File: src/include/cpu_params.svh
// CPU core parameters
// reset values, instruction queue depth and the debug read fallback

`ifndef CPU_PARAMS_SVH
`define CPU_PARAMS_SVH

////////////////////////////////////////////////////////////
// reset state
////////////////////////////////////////////////////////////

`define CPU_RESET_PC 16'h8000  // first opcode fetched here
`define CPU_RESET_SP 8'hFF     // stack pointer after reset

////////////////////////////////////////////////////////////
// sizing and debug
////////////////////////////////////////////////////////////

// entries between fetch and execute, power of two
`define CPU_QUEUE_DEPTH 4

`define CPU_DBG_DEFAULT 8'hBD  // returned for unknown debug selects

`endif

File: src/design/cpu_pkg.sv
// CPU core package
// opcode encodings, instruction record, flags, debug selects
// and opcode classification helpers shared by fetch and execute

package cpu_pkg;

  // kept subset, 6502 encodings
  typedef enum logic [7:0] {
    and_imm = 8'h29,
    and_zp  = 8'h25,
    cmp_imm = 8'hC9,
    cmp_zp  = 8'hC5,
    eor_imm = 8'h49,
    eor_zp  = 8'h45,
    lda_imm = 8'hA9,
    lda_zp  = 8'hA5,
    ldx_imm = 8'hA2,
    ldx_zp  = 8'hA6,
    ldy_imm = 8'hA0,
    ldy_zp  = 8'hA4,
    nop     = 8'hEA,
    ora_imm = 8'h09,
    ora_zp  = 8'h05,
    sta_zp  = 8'h85,
    stx_zp  = 8'h86,
    sty_zp  = 8'h84,
    tax     = 8'hAA,
    tay     = 8'hA8,
    tsx     = 8'hBA,
    txa     = 8'h8A,
    txs     = 8'h9A,
    tya     = 8'h98
  } opcode_t;

  typedef struct packed {
    opcode_t    opcode;
    logic [7:0] operand;  // zero for one-byte instructions
  } instr_t;

  typedef struct packed {
    logic n;
    logic z;
    logic c;
  } flags_t;

  typedef enum logic [3:0] {
    dbg_pcl = 4'd0,
    dbg_pch = 4'd1,
    dbg_ac  = 4'd2,
    dbg_x   = 4'd3,
    dbg_y   = 4'd4,
    dbg_p   = 4'd5,
    dbg_s   = 4'd6
  } dbg_sel_t;

  // bytes per instruction, unknown opcodes count as one byte
  function automatic logic [1:0] instr_len(input opcode_t op);
    case (op)
      and_imm, and_zp, cmp_imm, cmp_zp, eor_imm, eor_zp, ora_imm, ora_zp,
      lda_imm, lda_zp, ldx_imm, ldx_zp, ldy_imm, ldy_zp,
      sta_zp, stx_zp, sty_zp:
        return 2'd2;
      default:
        return 2'd1;
    endcase
  endfunction

  // zero-page loads and logic/compare reads
  function automatic logic is_zp_read(input opcode_t op);
    case (op)
      lda_zp, ldx_zp, ldy_zp, and_zp, ora_zp, eor_zp, cmp_zp:
        return 1'b1;
      default:
        return 1'b0;
    endcase
  endfunction

endpackage

File: src/design/instr_fifo.sv
// Instruction queue
// circular FIFO of instruction records between fetch and execute,
// valid/ready on both sides, full queue takes a push only with a pop

module instr_fifo #(
  parameter int DEPTH = 4
) (
  input  logic            clk,
  input  logic            rst,
  input  logic            push_valid,
  input  cpu_pkg::instr_t push_item,
  output logic            push_ready,
  output logic            pop_valid,
  output cpu_pkg::instr_t pop_item,
  input  logic            pop_ready
);
  import cpu_pkg::*;

  localparam int AW = (DEPTH > 1) ? $clog2(DEPTH) : 1;

  instr_t        mem [DEPTH];
  logic [AW-1:0] wr_ptr;
  logic [AW-1:0] rd_ptr;
  logic [AW:0]   count;
  logic          full;
  logic          push_fire;
  logic          pop_fire;

  assign full       = (count == (AW + 1)'(DEPTH));
  assign pop_valid  = (count != '0);
  assign pop_item   = mem[rd_ptr];
  assign push_ready = !full || pop_ready;  // slot frees on the same edge
  assign push_fire  = push_valid && push_ready;
  assign pop_fire   = pop_valid && pop_ready;

  always_ff @(posedge clk)
  begin
    if (push_fire)
      mem[wr_ptr] <= push_item;
  end

  always_ff @(posedge clk)
  begin
    if (rst)
    begin
      wr_ptr <= '0;
      rd_ptr <= '0;
      count  <= '0;
    end
    else
    begin
      if (push_fire)
        wr_ptr <= (wr_ptr == AW'(DEPTH - 1)) ? '0 : wr_ptr + 1'b1;
      if (pop_fire)
        rd_ptr <= (rd_ptr == AW'(DEPTH - 1)) ? '0 : rd_ptr + 1'b1;
      case ({push_fire, pop_fire})
        2'b10:   count <= count + 1'b1;
        2'b01:   count <= count - 1'b1;
        default: count <= count;
      endcase
    end
  end

  // never more entries than slots
  assert property (@(posedge clk) disable iff (rst)
    count <= (AW + 1)'(DEPTH));
  // pointer distance tracks the count
  assert property (@(posedge clk) disable iff (rst)
    wr_ptr - rd_ptr == AW'(count % DEPTH));

endmodule

File: src/design/cpu_fetch.sv
// Instruction fetch
// walks the program port and packs opcode plus operand into
// instruction records, one byte per cycle, stalls on back-pressure

`include "cpu_params.svh"

module cpu_fetch (
  input  logic            clk,
  input  logic            rst,
  output logic [15:0]     prog_addr,
  input  logic [7:0]      prog_data,
  output logic            push_valid,
  output cpu_pkg::instr_t push_item,
  input  logic            push_ready
);
  import cpu_pkg::*;

  logic [15:0] pc;
  logic        have_op;   // opcode captured, awaiting operand
  opcode_t     op_q;      // captured opcode byte
  opcode_t     cur_op;
  logic        two_byte;
  logic        take_byte; // byte on prog_data consumed this cycle

  assign prog_addr = pc;
  assign cur_op    = opcode_t'(prog_data);
  assign two_byte  = (instr_len(cur_op) == 2'd2);

  ////////////////////////////////////////////////////////////
  // record assembly
  ////////////////////////////////////////////////////////////

  always_comb
  begin
    if (have_op)
    begin
      push_valid = 1'b1;  // operand byte completes the record
      push_item  = '{opcode: op_q, operand: prog_data};
    end
    else
    begin
      push_valid = !two_byte;
      push_item  = '{opcode: cur_op, operand: 8'h00};
    end
  end

  // opcode of a two-byte instruction is taken without a handshake
  assign take_byte = !push_valid || push_ready;

  always_ff @(posedge clk)
  begin
    if (rst)
    begin
      pc      <= `CPU_RESET_PC;
      have_op <= 1'b0;
    end
    else if (take_byte)
    begin
      pc      <= pc + 16'd1;
      have_op <= !have_op && two_byte;
    end
  end

  always_ff @(posedge clk)
  begin
    if (!have_op)
      op_q <= cur_op;
  end

  // a stalled record must not change until the queue takes it
  assert property (@(posedge clk) disable iff (rst)
    push_valid && !push_ready |=> push_valid && $stable(push_item));

endmodule

File: src/design/cpu_execute.sv
// Execute stage
// register file, N/Z/C flags and ALU for the kept subset, plus the
// four-phase sequencer for zero-page reads and writes

`include "cpu_params.svh"

module cpu_execute (
  input  logic              clk,
  input  logic              rst,
  input  logic              pop_valid,
  input  cpu_pkg::instr_t   pop_item,
  output logic              pop_ready,
  output logic              mem_req,
  output logic              mem_we,
  output logic [7:0]        mem_addr,
  output logic [7:0]        mem_wdata,
  input  logic              mem_ack,
  input  logic [7:0]        mem_rdata,
  input  cpu_pkg::dbg_sel_t dbg_sel,
  input  logic [15:0]       dbg_pc,
  output logic [7:0]        dbg_data
);
  import cpu_pkg::*;

  typedef enum logic [1:0] {idle, bus_req, bus_wait_low} seq_t;

  seq_t       state;
  logic [7:0] reg_a;
  logic [7:0] reg_x;
  logic [7:0] reg_y;
  logic [7:0] reg_s;
  flags_t     flags;
  opcode_t    op_q;       // opcode of the open bus cycle
  logic       pop_fire;
  logic       is_read;
  logic       is_store;
  logic [7:0] store_data;
  logic       retire;     // result written this edge
  opcode_t    ret_op;
  logic [7:0] ret_val;    // immediate or read data
  logic [8:0] cmp_sum;
  logic [7:0] res;
  logic       set_nz;
  logic [7:0] a_nxt;
  logic [7:0] x_nxt;
  logic [7:0] y_nxt;
  logic [7:0] s_nxt;
  flags_t     flags_nxt;

  assign pop_ready = (state == idle);
  assign pop_fire  = pop_valid && pop_ready;
  assign mem_req   = (state == bus_req);
  assign is_read   = is_zp_read(pop_item.opcode);
  assign is_store  = pop_item.opcode inside {sta_zp, stx_zp, sty_zp};

  always_comb
  begin
    case (pop_item.opcode)
      stx_zp:  store_data = reg_x;
      sty_zp:  store_data = reg_y;
      default: store_data = reg_a;
    endcase
  end

  ////////////////////////////////////////////////////////////
  // ALU and register update
  ////////////////////////////////////////////////////////////

  assign retire  = (pop_fire && !is_read && !is_store) ||
                   (state == bus_req && mem_ack && !mem_we);
  assign ret_op  = (state == idle) ? pop_item.opcode : op_q;
  assign ret_val = (state == idle) ? pop_item.operand : mem_rdata;
  assign cmp_sum = {1'b0, reg_a} + {1'b0, ~ret_val} + 9'd1;  // carry out means A >= M

  always_comb
  begin
    a_nxt     = reg_a;
    x_nxt     = reg_x;
    y_nxt     = reg_y;
    s_nxt     = reg_s;
    flags_nxt = flags;
    res       = 8'h00;
    set_nz    = retire;
    if (retire)
    begin
      case (ret_op)
        lda_imm, lda_zp: a_nxt = ret_val;
        ldx_imm, ldx_zp: x_nxt = ret_val;
        ldy_imm, ldy_zp: y_nxt = ret_val;
        and_imm, and_zp: a_nxt = reg_a & ret_val;
        ora_imm, ora_zp: a_nxt = reg_a | ret_val;
        eor_imm, eor_zp: a_nxt = reg_a ^ ret_val;
        tax:             x_nxt = reg_a;
        tay:             y_nxt = reg_a;
        tsx:             x_nxt = reg_s;
        txa:             a_nxt = reg_x;
        tya:             a_nxt = reg_y;
        cmp_imm, cmp_zp: flags_nxt.c = cmp_sum[8];
        txs:
        begin
          s_nxt  = reg_x;  // no flag change
          set_nz = 1'b0;
        end
        default: set_nz = 1'b0;  // nop and unknown opcodes
      endcase
      case (ret_op)
        ldx_imm, ldx_zp, tax, tsx: res = x_nxt;
        ldy_imm, ldy_zp, tay:      res = y_nxt;
        cmp_imm, cmp_zp:           res = cmp_sum[7:0];
        default:                   res = a_nxt;
      endcase
      if (set_nz)
      begin
        flags_nxt.n = res[7];
        flags_nxt.z = (res == 8'h00);
      end
    end
  end

  always_ff @(posedge clk)
  begin
    if (rst)
    begin
      reg_a <= 8'h00;
      reg_x <= 8'h00;
      reg_y <= 8'h00;
      reg_s <= `CPU_RESET_SP;
      flags <= '0;
    end
    else
    begin
      reg_a <= a_nxt;
      reg_x <= x_nxt;
      reg_y <= y_nxt;
      reg_s <= s_nxt;
      flags <= flags_nxt;
    end
  end

  ////////////////////////////////////////////////////////////
  // zero-page bus sequencer
  ////////////////////////////////////////////////////////////

  always_ff @(posedge clk)
  begin
    if (rst)
    begin
      state  <= idle;
      mem_we <= 1'b0;
    end
    else
    begin
      case (state)
        idle:
          if (pop_fire && (is_read || is_store))
          begin
            state  <= bus_req;
            mem_we <= is_store;
          end
        bus_req:
          if (mem_ack)
            state <= bus_wait_low;  // req drops next cycle
        bus_wait_low:
          if (!mem_ack)
            state <= idle;
        default: state <= idle;
      endcase
    end
  end

  always_ff @(posedge clk)
  begin
    if (pop_fire)
    begin
      mem_addr  <= pop_item.operand;
      mem_wdata <= store_data;
      op_q      <= pop_item.opcode;
    end
  end

  // debug read, P packs as n, five zeros, z, c
  always_comb
  begin
    case (dbg_sel)
      dbg_pcl: dbg_data = dbg_pc[7:0];
      dbg_pch: dbg_data = dbg_pc[15:8];
      dbg_ac:  dbg_data = reg_a;
      dbg_x:   dbg_data = reg_x;
      dbg_y:   dbg_data = reg_y;
      dbg_p:   dbg_data = {flags.n, 5'b00000, flags.z, flags.c};
      dbg_s:   dbg_data = reg_s;
      default: dbg_data = `CPU_DBG_DEFAULT;
    endcase
  end

  assert property (@(posedge clk) disable iff (rst)
    mem_req |=> !mem_req || ($stable(mem_addr) && $stable(mem_wdata)));
  assert property (@(posedge clk) disable iff (rst)
    mem_req && !mem_ack |=> mem_req);

endmodule

File: src/design/cpu_top.sv
// CPU core top level
// fetch, instruction queue and execute joined by valid/ready links,
// program port toward the ROM and zero-page data port toward memory

`include "cpu_params.svh"

module cpu_top (
  input  logic              clk,
  input  logic              rst,
  output logic [15:0]       prog_addr,
  input  logic [7:0]        prog_data,
  output logic              mem_req,
  output logic              mem_we,
  output logic [7:0]        mem_addr,
  output logic [7:0]        mem_wdata,
  input  logic              mem_ack,
  input  logic [7:0]        mem_rdata,
  input  cpu_pkg::dbg_sel_t dbg_sel,
  output logic [7:0]        dbg_data
);
  import cpu_pkg::*;

  logic   push_valid;
  logic   push_ready;
  instr_t push_item;
  logic   pop_valid;
  logic   pop_ready;
  instr_t pop_item;

  cpu_fetch fetch_i (
    .clk        (clk),
    .rst        (rst),
    .prog_addr  (prog_addr),
    .prog_data  (prog_data),
    .push_valid (push_valid),
    .push_item  (push_item),
    .push_ready (push_ready)
  );

  instr_fifo #(
    .DEPTH (`CPU_QUEUE_DEPTH)
  ) queue_i (
    .clk        (clk),
    .rst        (rst),
    .push_valid (push_valid),
    .push_item  (push_item),
    .push_ready (push_ready),
    .pop_valid  (pop_valid),
    .pop_item   (pop_item),
    .pop_ready  (pop_ready)
  );

  cpu_execute execute_i (
    .clk       (clk),
    .rst       (rst),
    .pop_valid (pop_valid),
    .pop_item  (pop_item),
    .pop_ready (pop_ready),
    .mem_req   (mem_req),
    .mem_we    (mem_we),
    .mem_addr  (mem_addr),
    .mem_wdata (mem_wdata),
    .mem_ack   (mem_ack),
    .mem_rdata (mem_rdata),
    .dbg_sel   (dbg_sel),
    .dbg_pc    (prog_addr),  // fetch PC for the PCL/PCH selects
    .dbg_data  (dbg_data)
  );

endmodule

File: config.mk
export PLATFORM = sky130hd
export DESIGN_NAME = cpu_top
export DESIGN_NICKNAME = d
export VERILOG_FILES = /design/src/design/cpu_pkg.sv /design/src/design/instr_fifo.sv /design/src/design/cpu_fetch.sv /design/src/design/cpu_execute.sv /design/src/design/cpu_top.sv
export VERILOG_INCLUDE_DIRS = /design/src /design/src/include
export SDC_FILE = /design/constraint.sdc
export NUM_CORES = 1
export LEC_CHECK = 0
export BUFFER_PORTS_ARGS = -buffer_cell sky130_fd_sc_hd__buf_4
export CAP_MARGIN = 15
export CORE_AREA = 4 4 199 162
export DETAILED_ROUTE_END_ITERATION = 8
export DIE_AREA = 0 0 203 166
export MAX_ROUTING_LAYER = met4
export PLACE_DENSITY = 0.44
export SYNTH_ARGS = -nofsm -noshare
export SYNTH_HDL_FRONTEND = slang
export SYNTH_SLANG_ARGS = --single-unit
File: constraint.sdc
create_clock -name clk -period 4.76 [get_ports clk]
set_input_delay 0.714 -clock clk [delete_from_list [all_inputs] [get_ports clk]]
set_output_delay 0.714 -clock clk [all_outputs]
set_load 0.01 [all_outputs]
# Yosys cells after proc, flatten, opt, wreduce, memory -nomap -nowiden
# Memory sizes are Yosys's and may differ from the RTL's. A register that Yosys moved wholly into a read port is not among the register bits.
# Index checks and enable logic that the tools add are counted.
# W data, S select, Z words.
# totals
reg_bits	94
mem_bits_rw	64
out_inout_bits	42
elab_cells	162
memories	1
# memory_table
memory	depth	width	rd	rd_clocked_by_memory_dff	write_ports	line_no	rtl
queue_i.mem	4	16	1	1	1	instr_fifo.sv:21	instr_t mem [DEPTH];
# classes
addsub	7
n_eq_ne	64
mux	26
bitwise	4
reduce_logical	42
# op_table
cell	n
$eq A8 B8 Y1 const B	32
$pmux W8 S7	1
$pmux W8 S3	2
$pmux W8 S6	1
$eq A8 B6 Y1 const B	5
$eq A8 B7 Y1 const B	5
$pmux W8 S2	2
$eq A8 B3 Y1 const B	3
$mux W8	3
$reduce_or A19 Y1	1
$reduce_or A17 Y1	1
$add A16 B1 Y16 const B	1
$eq A8 B4 Y1 const B	2
$mux W16	1
$mux W2	8
$reduce_or A2 Y1	7
$eq A4 B3 Y1 const B	3
$eq A2 B2 Y1 const B	5
$add A8 B8 Y9	1
$add A9 B1 Y9 const B	1
$and A8 B8 Y8	1
$eq A4 B2 Y1 const B	2
$logic_and A1 B1 Y1	8
$logic_not A8 Y1	1
other kinds (25)	46

# Logic depth before layout (Yosys ltp)
# Gate-level depths: netlist (run 1).
# depth
depth_word	9
ltp_mapped	18
mapped_depth_nobuf	14

# Hierarchy
# Synthesis (run 1) repeated with hierarchy kept, for this count alone.
# hier_totals
cells_unflattened	782
area_unflattened_um2	8351.8
# modules_own_cells
module	n_inst	cells_each	area_per_inst_um2
cpu_execute	1	517	4311.6
instr_fifo	1	136	2790.2
cpu_fetch	1	129	1249.9

# Worst setup path before layout (run 1)
# No wires, ideal clock.
# synth_path
path_kind	reg2reg
from	reg with a tool-made name
to	reg execute_i.flags[1] in the netlist's numbering
setup_ns	0.087
arrival_time_ns	3.552
required_ns	4.673
slack_ns	1.121
path_stages_with_launch	15
synth_period_minus_slack_ns	3.639
path_cell_list	dfxtp_1 -> buf_4 -> buf_2 -> mux4_2 -> mux2i_1 -> ha_1 -> o21ba_2 -> o21ai_0 -> a21oi_1 -> o31ai_1 -> xor2_1 -> a41oi_1 -> nor4b_1 -> o221ai_1 -> o31ai_1
# synth_rtl
element	line_no	rtl
to (signal assigned)	cpu_execute.sv:136	flags <= flags_nxt;
to (decl)	cpu_execute.sv:32	flags_t flags;

==> qor.log, run 1 <==
qor: flow_run.drv.max_cap_violation_count 0
qor: floorplanning.die_x 203 um
qor: worst_setup_path.crit_fanout 16
qor: finish.layout.nets 968
qor: synthesis.synth_edf_count 96
qor: clock_network.clk-insertion-delay-late 430 ps
qor: worst_setup_path.crit_arrival 4580 ps
qor: worst_setup_path.slowest_stage dfxtp_1
qor: synthesis.synth-main-ff-cell edfxtp_1
qor: clock_network.clkTransAtPathRegs 70 ps
qor: clock_network.htreeDepth 4
qor: power_and_ir_drop.switching_share 40.2%
qor: synthesis.synth-seq-cells 160
qor: worst_setup_path.critPathTopFamily compound AO/OA/AOI/OAI gates
qor: power_and_ir_drop.intPower 3.50 mW
qor: clock_network.buffer_cell_driving_the_clock_tree_root clkbuf_16
qor: synthesis.postSynth.asyncResetShare 0%
qor: global_routing.grt_antenna_before_repair 0
qor: floorplanning.num_rows 57
qor: worst_setup_path.crit_path_end_kind register
qor: power_and_ir_drop.leakagePower 3.78 nW
qor: worst_setup_path.worst-path-buf-inv 0
qor: worst_setup_path.worst_path_largest_cell_delay 890 ps
qor: route.post_drt_via_cell_ratio 5.26
qor: power_and_ir_drop.power_per_cell_area 559 nW/um^2
qor: worst_setup_path.worst_path_cell_trace mux4_2 > mux2i_1 > ha_1 > o21ba_2 > o21ai_0 > a21oi_1 > o31ai_1 > xor2_1 > a41oi_1 > nor4b_1 > o221ai_1 > o31ai_1
qor: timing.slew_viols_final 0
qor: outcome.status completed
qor: synthesis.syn_avg_cell_area 10.5 sq um
qor: global_routing.grt.overflow.total 0
qor: clock_network.cts_tree yes
qor: placement.preCtsSetupSlack 547 ps
qor: timing.period_minus_ws_final 4230 ps
qor: placement.place.gp.congestion 0.898
qor: floorplanning.fp.coreArea 30200 sq um
qor: floorplanning.die_area 33700 sq um
qor: route.drt-wirelength-per-cell 21.3 um
qor: worst_setup_path.setup.worst_path.class register to register
qor: synthesis.post-synth-top-area-cell edfxtp_1
qor: global_routing.grt_pass1_wl 44100 um
qor: clock_network.post_cts.repair.setup_buffers 0
qor: synthesis.post_synthesis_xor_xnor_area_fraction 2.34%
qor: power_and_ir_drop.power_frac_seq 34.5%
qor: synthesis.netlist_instances 853
qor: route.drc_errors 0
qor: timing.worst_pin_slew 981 ps
qor: route.vias 7019
qor: synthesis.synth_compound_gate_area_share 17.3%
qor: timing.final_min_period_over_clock_period 88.8%
qor: synthesis.ys_top_cells_by_area edfxtp_1, dfxtp_1, ha_1
qor: timing.fmax 237 MHz
qor: timing.timing.final.setup_violations 0
qor: power_and_ir_drop.peakVddDrop 0.255 mV
qor: finish.post_route_cells_drive_above_1_share 19.3%
qor: floorplanning.die-height 166 um
qor: global_routing.first_global_vias 6943
qor: global_routing.global_route.usage.total 17.5%
qor: timing.clk_skew 11.8 ps
qor: route.detailedRoute.firstPassIterationCount 5
qor: placement.post_dp_cell_area 9880 sq um
qor: clock_network.postCtsHoldBufs 0
qor: finish.n_antenna_cell 0
qor: timing.grt_setup_unrepaired no
qor: clock_network.cts_resized 0
qor: clock_network.cts_made_buffers 17
qor: floorplanning.io_pins 65
qor: timing.totalNegativeSetupSlack 0 ps
qor: power_and_ir_drop.net-switching-power 2.35 mW
qor: power_and_ir_drop.post_layout_power 5.86 mW
qor: hold_path.hold_class register to register
qor: placement.dp.final_hpwl 21200 um
qor: synthesis.yosysWarnings 0
qor: synthesis.syn-num-nets 912
qor: timing.final_critical_path_setup_slack 535 ps
qor: synthesis.seq_area_frac_synth 46.4%
qor: timing.timing.slew.headroom 34.6%
qor: synthesis.synth_area_in_simple_gates 14.7%
qor: synthesis.synth.mux.area_fraction 9.92%
qor: synthesis.synthAdderAreaFrac 5.18%
qor: synthesis.synth.top_cell.area_share 32.1%
qor: synthesis.syn_area 8980 sq um
qor: finish.syn2layout_area_growth 16.7%
qor: worst_setup_path.worst_ep_required_time 5110 ps
qor: route.ant_nets 0
qor: power_and_ir_drop.power.clock.fraction 23.8%
qor: timing.final_hold_viol_count 0
qor: clock_network.max-clock-path-buffers 2
qor: synthesis.ys_types 77
qor: placement.buffer_ports.inserted 64
qor: worst_setup_path.crit_path_frequent_cell o31ai_1
qor: route.postRouteWirelength 28400 um
qor: synthesis.main_combinational_cell_family_by_area_after_synthesis compound AO/OA/AOI/OAI gates
qor: floorplanning.floorplan.initialDensity 29.8%
qor: global_routing.grt_start_max_net_pins 63
qor: route.detail_route.iter0.violations 596
qor: worst_setup_path.cp-start-kind register
qor: clock_network.cts_sinks 160
qor: power_and_ir_drop.power.combinational.fraction 41.7%
qor: finish.area_of_all_placed_cells_without_fillers 10500 sq um
cells by family (layout without fill, tap and decap cells):
group | Yosys count | in the layout
multiplexers | 67 | 67
AO/OA/AOI/OAI | 219 | 219
flip-flops | 160 | 160
AND/OR/NAND/NOR | 261 | 261
adder cells (fa/ha/maj) | 36 | 36
XOR/XNOR | 24 | 24
buffers and inverters | 86 | 155
cells in the mapped netlist (3+ instances only):
library cell / instances
or2_2: 5
nor3b_1: 5
nor2b_1: 12
a211o_1: 8
nor2_1: 90
a311oi_1: 4
o21ai_1: 3
ha_1: 34
nand3_1: 12
and2_1: 15
buf_2: 10
and3_1: 14
mux2_2: 30
a21o_1: 6
o22ai_1: 13
nor3_1: 13
o21ai_0: 31
nand4_1: 5
clkbuf_1: 25
o32ai_1: 4
buf_4: 4
nor4_1: 3
mux2i_1: 21
dfxtp_1: 64
xor2_1: 14
a211oi_1: 15
a2bb2oi_1: 5
or3_1: 11
o32ai_2: 3
a22oi_1: 24
xnor2_1: 10
a221oi_1: 18
o21bai_1: 3
a21oi_1: 43
inv_1: 40
mux4_2: 14
nor4b_1: 3
nand2_1: 48
edfxtp_1: 96
nand2b_1: 12
a31oi_1: 11
placed cells by master (no fill, tap or decap), types with 24 or more instances in the layout:
cell,n
mux2_2,30
inv_1,40
nand2_1,48
ha_1,34
buf_4,81
o21ai_0,31
a22oi_1,24
a21oi_1,43
dfxtp_1,64
edfxtp_1,96
nor2_1,90
state kept, by name, indices dropped and copies added (netlist names), 3 cells and up, named ones only:
| name | count |
|---|---|
| execute_i.flags | 3 |
| execute_i.mem_addr | 8 |
| execute_i.mem_wdata | 8 |
| execute_i.op_q | 8 |
| execute_i.reg_a | 8 |
| execute_i.reg_s | 8 |
| execute_i.reg_x | 8 |
| execute_i.reg_y | 8 |
| fetch_i.op_q | 8 |
| fetch_i.prog_addr | 16 |
| queue_i.count | 3 |
| queue_i.mem | 64 |
tightest hold or removal path: cells and delay by family (launching register included):
family           cells  cell delay (ps)
AND/OR/NAND/NOR      1               60
flip-flops           1              330
AO/OA/AOI/OAI        1               50
stage by stage:
stage | util [%] | hold slack (ps) | std cells
final | 34.7 | 493 | 1335
after global routing | 34.7 | 473 | 1335
after CTS | 34.7 | 471 | 1334
after detailed placement | 32.7 | 481 | 1302
after global placement | 32.7 | 475 | 1302
after floorplan | - | 453 | 853
cell type report:
type	instances	area, sq um
fillers	3040	19700
multi-input cells	607	4440
flip-flops and latches	160	4160
repair buffers	82	621
well taps	413	517
clock buffers	19	433
inverters	41	154
clock inverters	13	151
power by group through the flow:
stage | Clock [mW] | Sequential (mW) | Combinational [mW]
5_1_grt | 1.50 | 2.06 | 2.67
4_1_cts | 1.44 | 2.02 | 2.41
2_1_floorplan | 0 | 1.97 | 1.65
3_3_place_gp | 0 | 2.05 | 2.42
6_report | 1.40 | 2.02 | 2.44
3_5_place_dp | 0 | 2.05 | 2.39
worst paths after layout:
path                        end             start  slack, ps  cells after the start
max          execute_i.flags[1]          register        530                     12
min            execute_i.mem_we  execute_i.mem_we        490                      2
max reg2reg  execute_i.flags[1]          register        530                     12
min reg2reg    execute_i.mem_we  execute_i.mem_we        490                      2
metal layers:
layer | global-route usage, % | vias to the layer above | share of wire [%]
met1 | 27.3 | 3499 | 53
met4 | 3.69 | 0 | 1.2
met3 | 3.14 | 20 | 5.0
met2 | 23.4 | 187 | 40
met5 | - | - | 0
li1 | - | 3313 | -
(Power assumes the default switching activity.)
==> run 2: changes to the inputs <==
--- a/config.mk
+++ b/config.mk
@@ -12,7 +12,7 @@
 export DETAILED_ROUTE_END_ITERATION = 8
 export DIE_AREA = 0 0 203 166
 export MAX_ROUTING_LAYER = met4
-export PLACE_DENSITY = 0.44
+export PLACE_DENSITY = 0.51
 export SYNTH_ARGS = -nofsm -noshare
 export SYNTH_HDL_FRONTEND = slang
 export SYNTH_SLANG_ARGS = --single-unit
==> qor.log, run 2 (synthesis results as in run 1) <==
qor: route.drc_errors 0
qor: floorplanning.die_x 203 um
qor: clock_network.buffer_cell_driving_the_clock_tree_root clkbuf_16
qor: finish.layout_common_cells edfxtp_1, nor2_1, buf_4
qor: route.postRouteWirelength 27600 um
qor: timing.timing.slew.headroom 31.8%
qor: timing.worst_pin_slew 1020 ps
qor: placement.post_dp_cell_area 9890 sq um
qor: finish.largest_reg_flops 64
qor: clock_network.post_cts.repair.setup_buffers 0
qor: global_routing.grt_antenna_before_repair 0
qor: worst_setup_path.crit_path_end_kind register
qor: clock_network.cts_sinks 160
qor: global_routing.first_global_vias 6727
qor: global_routing.global_route.usage.total 16.7%
qor: worst_setup_path.setup.worst_path.class register to register
qor: timing.final_min_period_over_clock_period 87.8%
qor: timing.clk_skew 14.4 ps
qor: floorplanning.die_area 33700 sq um
qor: finish.n_antenna_cell 0
qor: worst_setup_path.cp-start-kind register
qor: finish.layout.nets 968
qor: worst_setup_path.critPathTopFamily compound AO/OA/AOI/OAI gates
qor: worst_setup_path.crit_fanout 19
qor: placement.place.gp.congestion 0.968
qor: finish.reg_with_most_ffs queue_i.mem
qor: power_and_ir_drop.leakagePower 3.79 nW
qor: route.ant_nets 0
qor: clock_network.cts_resized 0
qor: global_routing.grt_pass1_wl 42200 um
qor: finish.area_of_all_placed_cells_without_fillers 10500 sq um
qor: placement.buffer_ports.inserted 64
qor: hold_path.hold_class register to register
qor: clock_network.clk-insertion-delay-late 440 ps
qor: timing.fmax 239 MHz
qor: route.detailedRoute.firstPassIterationCount 5
qor: clock_network.clkTransAtPathRegs 70 ps
qor: floorplanning.io_pins 65
qor: finish.syn2layout_area_growth 17.1%
qor: outcome.status completed
qor: timing.worst_hold_slack 482 ps
qor: global_routing.grt_start_max_net_pins 63
qor: power_and_ir_drop.power_per_cell_area 564 nW/um^2
qor: timing.slew_viols_final 0
qor: worst_setup_path.worst_path_largest_cell_delay 910 ps
qor: placement.dp.final_hpwl 20600 um
qor: finish.mostFrequentLayoutCell edfxtp_1
qor: flow_run.drv.max_cap_violation_count 0
qor: timing.totalNegativeSetupSlack 0 ps
qor: worst_setup_path.slowest_stage dfxtp_1
qor: timing.grt_setup_unrepaired no
qor: timing.period_minus_ws_final 4180 ps
qor: route.vias 7090
qor: worst_setup_path.worst_path_cell_trace mux4_2 > mux2i_1 > ha_1 > o21ba_2 > o21ai_0 > a21oi_1 > xor2_1 > nor4_1 > a41oi_1 > nor4b_1 > o221ai_1 > o31ai_1
qor: floorplanning.floorplan.initialDensity 29.8%
qor: worst_setup_path.worst-path-buf-inv 0
qor: power_and_ir_drop.peakVddDrop 0.258 mV
qor: clock_network.max-clock-path-buffers 2
qor: hold_path.worst_hold_startpoint execute_i.mem_we
qor: floorplanning.fp.coreArea 30200 sq um
qor: floorplanning.die-height 166 um
qor: finish.post_route_cells_drive_above_1_share 19.5%
qor: clock_network.htreeDepth 4
qor: clock_network.cts_tree yes
qor: route.detail_route.iter0.violations 695
qor: floorplanning.num_rows 57
qor: clock_network.postCtsHoldBufs 0
qor: timing.timing.final.setup_violations 0
qor: route.post_drt_via_cell_ratio 5.31
qor: worst_setup_path.worst_ep_required_time 5110 ps
qor: global_routing.grt.overflow.total 0
qor: worst_setup_path.crit_arrival 4530 ps
qor: timing.final_hold_viol_count 0
qor: route.drt-wirelength-per-cell 20.7 um
qor: clock_network.cts_made_buffers 17
-- run 2: worst paths after layout --
kind,slack [ps],to,depth (start not counted)
max,580,execute_i.flags[1],12
min,480,execute_i.mem_we,2
max reg2reg,580,execute_i.flags[1],12
min reg2reg,480,execute_i.mem_we,2
-- run 2: final cells by class --
type,instances,area (sq um)
sequential,160,4160
inverter,41,154
clock buffer,17,425
multi-input combinational,607,4440
clock inverter,15,204
tap,413,517
timing repair buffer,82,616
fill,3024,19700
-- run 2: worst min-delay path: stages, from the launching register on --
cell and delay (ps):
dfxtp_1 330, nand2_1 60, a21oi_1 50
-- run 2: through the flow --
step	std cells	total power [mW]	setup WS, ps	util, %
finish	1335	5.93	581	34.9
floorplan	853	3.61	1120	-
detailed placement	1303	4.43	611	32.8
global placement	1303	4.44	599	32.8
global route	1335	6.27	259	34.9
CTS	1335	5.94	588	34.9
-- run 2: per-layer routing --
metal	up-vias	track usage, %	wire (um)
li1	3326	-	-
met1	3478	24.3	13600
met2	255	23.2	11600
met3	31	4.39	1950
met4	0	4.16	413
met5	-	-	0
-- run 2: power by group --
group,switching (mW),total [mW],internal (mW)
clock network,0.603,1.49,0.884
logic,1.51,2.43,0.924
registers,0.222,2.01,1.79
total,2.33,5.93,3.60
